==> config.mk <==
export PLATFORM = sky130hd
export DESIGN_NAME = mips_core_top
export DESIGN_NICKNAME = d
export VERILOG_FILES = /design/src/mips_pkg.sv /design/src/cp0_apb_regs.sv /design/src/exec_unit.sv /design/src/fetch_unit.sv /design/src/instr_decoder.sv /design/src/mips_alu.sv /design/src/mips_core_top.sv
export SDC_FILE = /design/constraint.sdc
export NUM_CORES = 2
export LEC_CHECK = 0
export BUFFER_PORTS_ARGS = -buffer_cell sky130_fd_sc_hd__buf_2
export CAP_MARGIN = 20
export CORE_MARGIN = 1
export CORE_UTILIZATION = 34
export CTS_BUF_LIST = sky130_fd_sc_hd__clkbuf_4
export DETAILED_ROUTE_END_ITERATION = 7
export SYNTH_ARGS = -nofsm -noshare
export SYNTH_HDL_FRONTEND = slang
export SYNTH_SLANG_ARGS = --single-unit
==> constraint.sdc <==
create_clock -name clk -period 6.24 [get_ports clk]
set_input_delay 0.312 -clock clk [delete_from_list [all_inputs] [get_ports clk]]
set_output_delay 0.312 -clock clk [all_outputs]
set_load 0.005 [all_outputs]
==> src/mips_pkg.sv <==
package mips_pkg;

   // basic widths
   typedef logic [31:0] word_t;
   typedef logic [4:0]  reg_idx_t;

   // reset value of the pc, overridden through the top parameter
   localparam word_t TEXT_START_DEFAULT = 32'h0040_0000;

   // primary opcodes, syscall and jr live under special
   typedef enum logic [5:0] {
      OP_SPECIAL = 6'h00,
      OP_J       = 6'h02,
      OP_JAL     = 6'h03,
      OP_BEQ     = 6'h04,
      OP_BNE     = 6'h05,
      OP_ADDI    = 6'h08,
      OP_ADDIU   = 6'h09,
      OP_SLTI    = 6'h0a,
      OP_ANDI    = 6'h0c,
      OP_ORI     = 6'h0d,
      OP_XORI    = 6'h0e,
      OP_LUI     = 6'h0f,
      OP_LW      = 6'h23,
      OP_SW      = 6'h2b
   } opcode_e;

   // r-type function codes
   typedef enum logic [5:0] {
      FN_SLL     = 6'h00,
      FN_SRL     = 6'h02,
      FN_SRA     = 6'h03,
      FN_JR      = 6'h08,
      FN_SYSCALL = 6'h0c,
      FN_ADD     = 6'h20,
      FN_ADDU    = 6'h21,
      FN_SUB     = 6'h22,
      FN_SUBU    = 6'h23,
      FN_AND     = 6'h24,
      FN_OR      = 6'h25,
      FN_XOR     = 6'h26,
      FN_NOR     = 6'h27,
      FN_SLT     = 6'h2a
   } funct_e;

   typedef enum logic [3:0] {
      ALU_ADD, ALU_SUB, ALU_AND, ALU_OR, ALU_XOR, ALU_NOR,
      ALU_SLT, ALU_SLL, ALU_SRL, ALU_SRA, ALU_LUI
   } alu_op_e;

   // next pc source
   typedef enum logic [1:0] {PC_SEQ, PC_BRANCH, PC_JUMP, PC_REG} pc_sel_e;

   // exception codes as they appear in status bits 6:2
   typedef enum logic [4:0] {
      CAUSE_NONE    = 5'd0,
      CAUSE_SYSCALL = 5'd8,
      CAUSE_RI      = 5'd10
   } cause_e;

   // apb register offsets
   typedef enum logic [3:0] {
      CP0_CTRL   = 4'h0,
      CP0_STATUS = 4'h4,
      CP0_EPC    = 4'h8
   } cp0_addr_e;

   typedef struct packed {
      reg_idx_t    rs;
      reg_idx_t    rt;
      reg_idx_t    rd;
      logic [4:0]  shamt;
      logic [15:0] imm16;
      logic [25:0] target26;
   } inst_fields_t;

   typedef struct packed {
      alu_op_e alu_op;
      logic    reg_dst_rd;
      logic    alu_src_imm;
      logic    sign_ext;
      logic    mem_to_reg;
      logic    mem_write;
      logic    reg_write;
      logic    link;
      pc_sel_e pc_sel;
      logic    branch_ne;
      logic    syscall;
      logic    reserved;
   } ctrl_t;

   typedef struct packed {
      logic [29:0] addr;
      word_t       wdata;
      logic        we;
   } dmem_req_t;

   typedef struct packed {
      logic       psel;
      logic       penable;
      logic       pwrite;
      logic [3:0] paddr;
      word_t      pwdata;
   } apb_req_t;

   typedef struct packed {
      word_t prdata;
      logic  pready;
      logic  pslverr;
   } apb_rsp_t;

endpackage

==> src/cp0_apb_regs.sv <==
`timescale 1ns/1ns

module cp0_apb_regs (
   input  logic               clk,
   input  logic               rst_b,
   input  mips_pkg::apb_req_t apb,
   input  mips_pkg::ctrl_t    ctrl,
   input  mips_pkg::word_t    pc,
   output mips_pkg::apb_rsp_t apb_rsp,
   output logic               advance,
   output logic               halted
);

   logic               run;
   mips_pkg::cause_e   cause;
   mips_pkg::word_t    epc;
   mips_pkg::cp0_addr_e addr;
   logic               access;
   logic               mapped;
   logic               halting;

   assign addr   = mips_pkg::cp0_addr_e'(apb.paddr);
   // access phase, no wait states
   assign access = apb.psel & apb.penable;
   assign mapped = (addr == mips_pkg::CP0_CTRL) || (addr == mips_pkg::CP0_STATUS) ||
                   (addr == mips_pkg::CP0_EPC);

   assign advance = run & ~halted;
   // a syscall or reserved instruction retiring now
   assign halting = advance & (ctrl.syscall | ctrl.reserved);

   always_ff @(posedge clk or negedge rst_b) begin
      if (!rst_b) begin
         run    <= 1'b0;
         halted <= 1'b0;
         cause  <= mips_pkg::CAUSE_NONE;
      end else begin
         // only ctrl is writable
         if (access && apb.pwrite && addr == mips_pkg::CP0_CTRL) begin
            run <= apb.pwdata[0];
         end
         // sticky until reset
         if (halting) begin
            halted <= 1'b1;
            cause  <= ctrl.syscall ? mips_pkg::CAUSE_SYSCALL : mips_pkg::CAUSE_RI;
         end
      end
   end

   // address of the halting instruction itself
   always_ff @(posedge clk) begin
      if (halting) begin
         epc <= pc;
      end
   end

   // read mux, unmapped offsets give zero
   always_comb begin
      case (addr)
         mips_pkg::CP0_CTRL:   apb_rsp.prdata = {31'h0, run};
         mips_pkg::CP0_STATUS: apb_rsp.prdata = {25'h0, cause, 1'b0, halted};
         mips_pkg::CP0_EPC:    apb_rsp.prdata = epc;
         default:              apb_rsp.prdata = '0;
      endcase
      // a write to a read-only register answers with zero
      if (apb.pwrite && addr != mips_pkg::CP0_CTRL) begin
         apb_rsp.prdata = '0;
      end
   end

   assign apb_rsp.pready = 1'b1;
   // status and epc are read only
   assign apb_rsp.pslverr = access & (~mapped | (apb.pwrite & addr != mips_pkg::CP0_CTRL));

endmodule

==> src/exec_unit.sv <==
`timescale 1ns/1ns

module exec_unit (
   input  logic                   clk,
   input  logic                   rst_b,
   input  logic                   advance,
   input  mips_pkg::word_t        pc,
   input  mips_pkg::inst_fields_t fields,
   input  mips_pkg::ctrl_t        ctrl,
   input  mips_pkg::word_t        dmem_rdata,
   output mips_pkg::word_t        rs_data,
   output logic                   eq,
   output mips_pkg::dmem_req_t    dmem
);

   mips_pkg::word_t   regs [32];
   mips_pkg::word_t   rt_data;
   mips_pkg::word_t   imm_ext;
   mips_pkg::word_t   op_b;
   mips_pkg::word_t   alu_y;
   mips_pkg::word_t   wb_data;
   mips_pkg::reg_idx_t dest;

   // combinational read ports, $zero is hardwired
   assign rs_data = (fields.rs == '0) ? '0 : regs[fields.rs];
   assign rt_data = (fields.rt == '0) ? '0 : regs[fields.rt];

   // branch compare feeds the fetch unit
   assign eq = (rs_data == rt_data);

   assign imm_ext = ctrl.sign_ext ? {{16{fields.imm16[15]}}, fields.imm16}
                                  : {16'h0, fields.imm16};
   assign op_b = ctrl.alu_src_imm ? imm_ext : rt_data;

   mips_alu mips_alu_i (
      .op    (ctrl.alu_op),
      .a     (rs_data),
      .b     (op_b),
      .shamt (fields.shamt),
      .y     (alu_y)
   );

   // jal writes $ra, r-type writes rd, the rest rt
   always_comb begin
      if (ctrl.link) begin
         dest = 5'd31;
      end else if (ctrl.reg_dst_rd) begin
         dest = fields.rd;
      end else begin
         dest = fields.rt;
      end
   end

   // no delay slot, so the link is the next sequential address
   always_comb begin
      if (ctrl.link) begin
         wb_data = pc + 32'd4;
      end else if (ctrl.mem_to_reg) begin
         wb_data = dmem_rdata;
      end else begin
         wb_data = alu_y;
      end
   end

   always_ff @(posedge clk or negedge rst_b) begin
      if (!rst_b) begin
         for (int i = 0; i < 32; i++) begin
            regs[i] <= '0;
         end
      end else if (advance && ctrl.reg_write && dest != '0) begin
         regs[dest] <= wb_data;
      end
   end

   // word access only, low address bits dropped
   assign dmem.addr  = alu_y[31:2];
   assign dmem.wdata = rt_data;
   assign dmem.we    = advance & ctrl.mem_write;

endmodule

==> src/fetch_unit.sv <==
`timescale 1ns/1ns

module fetch_unit #(
   parameter mips_pkg::word_t text_start = mips_pkg::TEXT_START_DEFAULT
) (
   input  logic                   clk,
   input  logic                   rst_b,
   input  logic                   advance,
   input  mips_pkg::ctrl_t        ctrl,
   input  mips_pkg::inst_fields_t fields,
   input  mips_pkg::word_t        rs_data,
   input  logic                   eq,
   output mips_pkg::word_t        pc,
   output logic [29:0]            inst_addr
);

   mips_pkg::word_t pc_plus4;
   mips_pkg::word_t br_target;
   mips_pkg::word_t pc_next;
   logic            br_taken;
   logic            halting;

   assign pc_plus4 = pc + 32'd4;
   // offset is a word count relative to the following instruction
   assign br_target = pc_plus4 + {{14{fields.imm16[15]}}, fields.imm16, 2'b00};
   // beq wants eq, bne wants not eq
   assign br_taken = eq ^ ctrl.branch_ne;
   assign halting = ctrl.syscall | ctrl.reserved;

   always_comb begin
      case (ctrl.pc_sel)
         mips_pkg::PC_BRANCH: pc_next = br_taken ? br_target : pc_plus4;
         mips_pkg::PC_JUMP:   pc_next = {pc[31:28], fields.target26, 2'b00};
         mips_pkg::PC_REG:    pc_next = rs_data;
         default:             pc_next = pc_plus4;
      endcase
   end

   // pc freezes on the halting instruction so epc and the pc agree
   always_ff @(posedge clk or negedge rst_b) begin
      if (!rst_b) begin
         pc <= text_start;
      end else if (advance && !halting) begin
         pc <= pc_next;
      end
   end

   // memories are word addressed
   assign inst_addr = pc[31:2];

endmodule

==> src/instr_decoder.sv <==
`timescale 1ns/1ns

module instr_decoder (
   input  mips_pkg::word_t        inst,
   output mips_pkg::inst_fields_t fields,
   output mips_pkg::ctrl_t        ctrl
);

   mips_pkg::opcode_e opcode;
   mips_pkg::funct_e  funct;

   assign opcode = mips_pkg::opcode_e'(inst[31:26]);
   assign funct  = mips_pkg::funct_e'(inst[5:0]);

   // plain field split, no extension here
   assign fields.rs       = inst[25:21];
   assign fields.rt       = inst[20:16];
   assign fields.rd       = inst[15:11];
   assign fields.shamt    = inst[10:6];
   assign fields.imm16    = inst[15:0];
   assign fields.target26 = inst[25:0];

   always_comb begin
      // default is a no-op with sequential flow
      ctrl = '0;
      ctrl.alu_op = mips_pkg::ALU_ADD;
      ctrl.pc_sel = mips_pkg::PC_SEQ;
      case (opcode)
         mips_pkg::OP_SPECIAL: begin
            ctrl.reg_dst_rd = 1'b1;
            ctrl.reg_write  = 1'b1;
            case (funct)
               mips_pkg::FN_ADD, mips_pkg::FN_ADDU: ctrl.alu_op = mips_pkg::ALU_ADD;
               mips_pkg::FN_SUB, mips_pkg::FN_SUBU: ctrl.alu_op = mips_pkg::ALU_SUB;
               mips_pkg::FN_AND: ctrl.alu_op = mips_pkg::ALU_AND;
               mips_pkg::FN_OR:  ctrl.alu_op = mips_pkg::ALU_OR;
               mips_pkg::FN_XOR: ctrl.alu_op = mips_pkg::ALU_XOR;
               mips_pkg::FN_NOR: ctrl.alu_op = mips_pkg::ALU_NOR;
               mips_pkg::FN_SLT: ctrl.alu_op = mips_pkg::ALU_SLT;
               // shifts take rt and shamt
               mips_pkg::FN_SLL: ctrl.alu_op = mips_pkg::ALU_SLL;
               mips_pkg::FN_SRL: ctrl.alu_op = mips_pkg::ALU_SRL;
               mips_pkg::FN_SRA: ctrl.alu_op = mips_pkg::ALU_SRA;
               mips_pkg::FN_JR: begin
                  ctrl.reg_write = 1'b0;
                  ctrl.pc_sel    = mips_pkg::PC_REG;
               end
               mips_pkg::FN_SYSCALL: begin
                  ctrl.reg_write = 1'b0;
                  ctrl.syscall   = 1'b1;
               end
               default: begin
                  ctrl.reg_write = 1'b0;
                  ctrl.reserved  = 1'b1;
               end
            endcase
         end
         mips_pkg::OP_ADDI, mips_pkg::OP_ADDIU: begin
            ctrl.alu_src_imm = 1'b1;
            ctrl.sign_ext    = 1'b1;
            ctrl.reg_write   = 1'b1;
         end
         mips_pkg::OP_SLTI: begin
            ctrl.alu_op      = mips_pkg::ALU_SLT;
            ctrl.alu_src_imm = 1'b1;
            ctrl.sign_ext    = 1'b1;
            ctrl.reg_write   = 1'b1;
         end
         // logical immediates are zero extended
         mips_pkg::OP_ANDI, mips_pkg::OP_ORI, mips_pkg::OP_XORI, mips_pkg::OP_LUI: begin
            ctrl.alu_src_imm = 1'b1;
            ctrl.reg_write   = 1'b1;
            case (opcode)
               mips_pkg::OP_ANDI: ctrl.alu_op = mips_pkg::ALU_AND;
               mips_pkg::OP_ORI:  ctrl.alu_op = mips_pkg::ALU_OR;
               mips_pkg::OP_XORI: ctrl.alu_op = mips_pkg::ALU_XOR;
               default:           ctrl.alu_op = mips_pkg::ALU_LUI;
            endcase
         end
         // address is rs plus signed offset
         mips_pkg::OP_LW: begin
            ctrl.alu_src_imm = 1'b1;
            ctrl.sign_ext    = 1'b1;
            ctrl.mem_to_reg  = 1'b1;
            ctrl.reg_write   = 1'b1;
         end
         mips_pkg::OP_SW: begin
            ctrl.alu_src_imm = 1'b1;
            ctrl.sign_ext    = 1'b1;
            ctrl.mem_write   = 1'b1;
         end
         mips_pkg::OP_BEQ, mips_pkg::OP_BNE: begin
            ctrl.pc_sel    = mips_pkg::PC_BRANCH;
            ctrl.branch_ne = (opcode == mips_pkg::OP_BNE);
         end
         mips_pkg::OP_J: ctrl.pc_sel = mips_pkg::PC_JUMP;
         mips_pkg::OP_JAL: begin
            ctrl.pc_sel    = mips_pkg::PC_JUMP;
            ctrl.link      = 1'b1;
            ctrl.reg_write = 1'b1;
         end
         default: ctrl.reserved = 1'b1;
      endcase
   end

endmodule

==> src/mips_alu.sv <==
`timescale 1ns/1ns

module mips_alu (
   input  mips_pkg::alu_op_e op,
   input  mips_pkg::word_t   a,
   input  mips_pkg::word_t   b,
   input  logic [4:0]        shamt,
   output mips_pkg::word_t   y
);

   always_comb begin
      case (op)
         // add and sub wrap, no overflow trap
         mips_pkg::ALU_ADD: begin
            y = a + b;
         end
         mips_pkg::ALU_SUB: begin
            y = a - b;
         end
         mips_pkg::ALU_AND: begin
            y = a & b;
         end
         mips_pkg::ALU_OR: begin
            y = a | b;
         end
         mips_pkg::ALU_XOR: begin
            y = a ^ b;
         end
         mips_pkg::ALU_NOR: begin
            y = ~(a | b);
         end
         // signed compare for slt and slti
         mips_pkg::ALU_SLT: begin
            y = ($signed(a) < $signed(b)) ? 32'd1 : 32'd0;
         end
         // shifts act on rt, which arrives on b
         mips_pkg::ALU_SLL: begin
            y = b << shamt;
         end
         mips_pkg::ALU_SRL: begin
            y = b >> shamt;
         end
         mips_pkg::ALU_SRA: begin
            y = $unsigned($signed(b) >>> shamt);
         end
         // immediate into the upper half
         mips_pkg::ALU_LUI: begin
            y = {b[15:0], 16'h0};
         end
         default: begin
            y = '0;
         end
      endcase
   end

endmodule

==> src/mips_core_top.sv <==
`timescale 1ns/1ns

module mips_core_top #(
   parameter mips_pkg::word_t text_start = mips_pkg::TEXT_START_DEFAULT
) (
   input  logic                clk,
   input  logic                rst_b,
   input  mips_pkg::word_t     inst,
   input  mips_pkg::word_t     dmem_rdata,
   input  mips_pkg::apb_req_t  apb,
   output logic [29:0]         inst_addr,
   output mips_pkg::dmem_req_t dmem,
   output mips_pkg::apb_rsp_t  apb_rsp,
   output logic                halted
);

   mips_pkg::inst_fields_t fields;
   mips_pkg::ctrl_t        ctrl;
   mips_pkg::word_t        pc;
   mips_pkg::word_t        rs_data;
   logic                   eq;
   // one instruction retires per edge while high
   logic                   advance;

   fetch_unit #(.text_start(text_start)) fetch_unit_i (
      .clk       (clk),
      .rst_b     (rst_b),
      .advance   (advance),
      .ctrl      (ctrl),
      .fields    (fields),
      .rs_data   (rs_data),
      .eq        (eq),
      .pc        (pc),
      .inst_addr (inst_addr)
   );

   instr_decoder instr_decoder_i (
      .inst   (inst),
      .fields (fields),
      .ctrl   (ctrl)
   );

   exec_unit exec_unit_i (
      .clk        (clk),
      .rst_b      (rst_b),
      .advance    (advance),
      .pc         (pc),
      .fields     (fields),
      .ctrl       (ctrl),
      .dmem_rdata (dmem_rdata),
      .rs_data    (rs_data),
      .eq         (eq),
      .dmem       (dmem)
   );

   cp0_apb_regs cp0_apb_regs_i (
      .clk     (clk),
      .rst_b   (rst_b),
      .apb     (apb),
      .ctrl    (ctrl),
      .pc      (pc),
      .apb_rsp (apb_rsp),
      .advance (advance),
      .halted  (halted)
   );

endmodule

Yosys cells after proc, flatten, opt, wreduce, memory -nomap -nowiden:

Index checks and enable logic that the tools add are counted.

* multipliers: 0
* bitwise gates (word level): 19
* divide/modulo/power cells: 0
* shifts and indexed selects: 3
* order comparisons: 5
* multiplexer cells: 42
* reductions and logical operators: 29
* eq/ne operators: 42
* add/subtract/negate cells: 4

Operator list (number)
* $bwmux 1024: 1
* $mux 32: 13
* $pmux 32 s11: 1
* $bmux 32 s5: 2
* $pmux 32 s3: 2
* $demux 32 s5: 1
* $eq 6x6->1 const B: 11
* $add 32x32->32: 2
* $eq 6x4->1 const B: 9
* $pmux 4 s9: 1
* $add 32x3->32 const B: 1
* $and 32x32->32: 1
* $eq 32x32->1: 1
* $lt 32x32->1: 1
* $not 32->32: 1
* $or 32x32->32: 1
* $shl 32x5->32: 1
* $shr 32x5->32: 1
* $sshr 32x5->32: 1
* $sub 32x32->32: 1
* $xor 32x32->32: 1
* $eq 6x2->1 const B: 4
* $pmux 4 s3: 2
* $eq 4x3->1 const B: 5
* other kinds (34): 79

* bits of input ports: 105
* bits in read-only memories: 0
* memories: 0
* bits in latches: 0
* bits in registers: 1095
* output and inout bits: 128
* RAM bits: 0
* logic and storage cells: 182

Depth between registers and ports, before layout:

* depth in word-level cells: 12
* depth in mapped cells: 27
* mapped depth without buffers: 21

Hierarchy:

From an unflattened synthesis, not the netlist that was laid out.

* cell total of the unflattened synthesis: 7202
* area total of the unflattened synthesis: 70472.6 um2

Modules (own cells, without submodules)
* exec_unit: times used 1, area an instance 54324.6 um2, sequential area each 25624.6 um2, cells each 5007
* mips_alu: times used 1, area an instance 8949.8 um2, sequential area each 0.0 um2, cells each 1328
* fetch_unit: times used 1, area an instance 4805.9 um2, sequential area each 802.0 um2, cells each 637
* cp0_apb_regs: times used 1, area an instance 1457.6 um2, sequential area each 1036.0 um2, cells each 94
* instr_decoder: times used 1, area an instance 934.6 um2, sequential area each 0.0 um2, cells each 136

Worst setup path after synthesis:

Ideal clock, no wire load.

* path type: input port to flip-flop
* start point: input inst[21]
* end point: register exec_unit_i.regs[116] in the netlist's numbering
* cell stages on the path: 24
* buffers on the path: 5
* arrival: 5499 ps
* path slack: 608 ps
* cell sequence: buf_6 buf_12 buf_8 buf_2 mux4_2 a22o_1 o21ai_0 o31a_1 ha_1 inv_1 fa_1 nor2b_1 o211ai_1 nand3_1 a2111oi_0 o21ai_0 a31oi_1 nor3_1 xor2_1 nor2_1 or4_1 o211ai_1 clkbuf_1 o21ai_0

RTL lines
* start, declared: RTL line mips_core_top.sv:8 `input mips_pkg::word_t inst,`
* end signal, assigned by index: RTL line exec_unit.sv:71 `regs[dest] <= wb_data;`
* end, declared: RTL line exec_unit.sv:16 `mips_pkg::word_t regs [32];`

==> impl_metrics.yaml <==
synth:
  ys_warn_count: 0
  yosysMostFrequentCell: "dfrtp_1"
  synth_top_area_share: 0.369
  synthDistinctLibCells: 112
  synth_nets: 7320
  async_reset_ff_frac: 0.971
  synthCells: 7078
  synth_edf_count: 32
  ys_top_cells_by_count: "dfrtp_1 (1058), nand2_1 (903), o21ai_0 (639)"
  ys_ff_latch: 1091
  synthFlopType: "dfrtp_1"
  yosysTopAreaCell: "dfrtp_1"
  syn_area_per_cell_um2: 10.1
  yosysSeqAreaShare: 0.383
  synth_area_mm2: 0.0717
  synth_area_leaders: "dfrtp_1 (37%), mux4_2 (11%), mux2i_1 (6.0%)"
drt:
  first_pass_iters: 8
  vias_per_cell: 6.15
  drc: 8
  wirelength_um: 361000
  drtAntennaViolNets: 0
  vias: 67300
  drt_iter0_drc: 7910
  routedWlPerCell_um: 33.0
sta:
  tightest_slew_ns: 1.26
  finalSetupViolations: 14
  fin_ws_ns: -0.274
  fin_crit_ns: 6.51
  skew_ns: 0.177
  rsz0062_at_grt: "yes"
  relSlewSlack: 0.158
  post-route-period-util: 1.04
  hold_viol: 0
  fmax_mhz: 154
  slew_violations: 0
pwr:
  power_density_mw_per_mm2: 223
  power.leakage_nw: 39.6
  vdd_drop_max_uv: 192
grt:
  globalRouteTotalUtil: 0.333
  grt_pass1_wl_um: 499000
  grt_pass1_vias: 65700
  grt_max_degree: 180
  grt_antenna_before_repair: 20
  grt_overflow: 0
layout:
  drive_gt1_frac: 0.332
  fin_cells: 10900
  layout.nets: 8167
  multi_input_area_mm2: 0.0417
  nFillCells: 20300
  area_delta_synth_final_pct: 22.0
  register_area_mm2: 0.0275
setup_path:
  crit_top_cell: "buf_4"
  crit_type: "register to primary output"
  crit_arrival_ns: 6.20
  slowest_delay_ns: 0.45
  cp_cell_sequence: "mux4_2 > a22o_1 > o21ai_2 > o31a_1 > ha_2 > inv_2 > fa_2 > nor2b_4 > o211ai_1 > buf_4 > nand3_4 > a2111oi_4 > buf_4 > o21ai_4 > nand4_1 > buf_4 > buf_6 > a31oi_4 > o22ai_2 > mux2i_1 > buf_4 > o211ai_1 > buf_4 > buf_6"
  crit_fanout: 3
  worst_setup_path_end_kind: "primary output"
  crit_required_ns: 5.93
  cpMaxStageDelayCell: "mux4_2"
  critPathLaunchType: "register"
place:
  dpl_worst_slack_ns: -0.689
  place.detailed.hpwl_um: 262000
  numPlacedInstances: 10300
  gp_congestion: 1.10
  io_buffers: 200
flow_run:
  cap_viol_max_count: 0
run_status:
  violations: "DRC, setup timing"
  outcome: "complete, but fails checks"
floorplan:
  pin_count: 233
  rows: 168
  initial_core_util: 0.342
  die_w_um: 461
  core_area_mm2: 0.210
  die_y_um: 461
  design.die.area_mm2: 0.213
clock_network:
  cts_buffer_depth: 4
  h-tree-depth: 5
  cts.sinks: 1091
  worstSkewPairLatency_ns: 1.38
  path_clk_slew_ns: 0.07
  cts_buffers: 316
  cts_tree: "built"
  clock-root-buffer: "clkbuf_4"
hold_path:
  hp-class: "primary input to register"
worst max-delay path, delay by kind of cell, from the launching register on:
kind                       cells  cell delay, ns
buffers and inverters          8            1.09
adders and majority gates      2            0.64
AOI/OAI and AO/OA              9            1.61
muxes                          2            0.69
and+or+nand+nor                3            0.37
DFF                            1            0.40
cell usage in the layout (no fill, tap or decap), types with 46 or more instances in the layout:
| cell type | synthesis | final |
|---|---|---|
| clkbuf_4 | 0 | 448 |
| o21ai_0 | 639 | 604 |
| nor3_1 | 79 | 74 |
| nand3_1 | 87 | 77 |
| mux2_2 | 381 | 381 |
| o31ai_1 | 130 | 113 |
| and2_1 | 73 | 70 |
| a22o_1 | 63 | 60 |
| a21o_1 | 46 | 46 |
| inv_1 | 123 | 116 |
| buf_12 | 8 | 110 |
| buf_2 | 111 | 183 |
| a21oi_1 | 307 | 294 |
| mux2i_1 | 429 | 425 |
| o21ai_1 | 78 | 83 |
| mux4_2 | 359 | 359 |
| nor2_1 | 293 | 278 |
| ha_1 | 134 | 121 |
| o22ai_1 | 94 | 89 |
| buf_4 | 67 | 806 |
| clkinv_1 | 2 | 52 |
| dlygate4sd3_1 | 0 | 84 |
| nand2_1 | 903 | 863 |
| xnor2_1 | 61 | 55 |
| a22oi_1 | 196 | 187 |
| dfrtp_1 | 1058 | 1056 |
cell families after synthesis:
family | count (synthesis) | share of synthesized area
AND/OR/NAND/NOR | 1741 | 0.110
multiplexers | 1190 | 0.236
AO/OA/AOI/OAI | 1996 | 0.179
flip-flops | 1091 | 0.383
buffers and inverters | 838 | 0.0582
adder cells (fa/ha/maj) | 138 | 0.0243
XOR/XNOR | 83 | 0.0103
other | 1 | 0.0000523
routing by layer:
metal,global-route usage,share of wire,vias to the layer above,wire length (µm)
met5,0,0.00013,-,48
met4,0.263,0.091,8,32900
met3,0.0893,0.11,1075,38400
met2,0.489,0.43,4233,154000
met1,0.411,0.38,33800,136000
li1,-,-,28200,-
power by group:
part	internal (mW)	leakage (nW)	switching, mW
clock	3.38	2.24	3.23
combinational	2.07	22.3	3.59
sequential	7.17	15.1	0.0755
flip-flops by register name (all words and copies together), names as in the netlist:
signal,count
cp0_apb_regs_i.epc,32
cp0_apb_regs_i.run,1
fetch_unit_i.pc,32
exec_unit_i.regs,1024
cp0_apb_regs_i.cause,2
worst paths after layout:
kind                                               startpoint                                 end  slack [ns]  cells past startpoint
setup / recovery            exec_unit_i.regs[192]$_DFFE_PN0P_                            dmem[57]       -0.27                     24
hold / removal                                  dmem_rdata[6]     exec_unit_i.regs[6]$_DFFE_PN0P_        0.18                      4
setup reg to reg            exec_unit_i.regs[192]$_DFFE_PN0P_   exec_unit_i.regs[538]$_DFFE_PN0P_        0.17                     32
hold reg to reg            exec_unit_i.regs[1014]$_DFFE_PN0P_  exec_unit_i.regs[1014]$_DFFE_PN0P_        0.40                      0
max in group asynchronous                               rst_b     exec_unit_i.regs[4]$_DFFE_PN0P_        4.85                      4
min in group asynchronous                               rst_b   exec_unit_i.regs[504]$_DFFE_PN0P_        0.36                      4
metrics by stage:
stage               setup TNS (ns)  power, mW   util  hold slack (ns)  area (µm²)
finish                       -1.97       19.5  0.418            0.175       87500
global route                 -5.16       20.1  0.418            0.141       87500
global placement           -138.50       12.4  0.386            0.378       81000
detailed placement         -148.25       12.4  0.387            0.383       81000
CTS                          -3.28       19.3  0.414           0.0348       86800
floorplan                        0       9.69      -           0.0164       71700
final cells by class:
type | count | share of cell area
antenna | 10 | 0.000286
clock buffer | 446 | 0.0383
clock inverter | 70 | 0.00407
inverter | 133 | 0.00580
multi-input combinational | 5149 | 0.476
sequential | 1091 | 0.314
tap | 2805 | 0.0401
timing repair buffer | 1234 | 0.122
what timing repair did:
item | in CTS | in global routing
hold endpoints to repair | 1997 | 13
hold buffers | 84 | 1
pin swaps | 75 | 83
setup endpoints to repair | 220 | 55
resized for setup | 188 | 123
setup buffers | 63 | 31
gates cloned | 2 | 0
(Power assumes the default switching activity.)
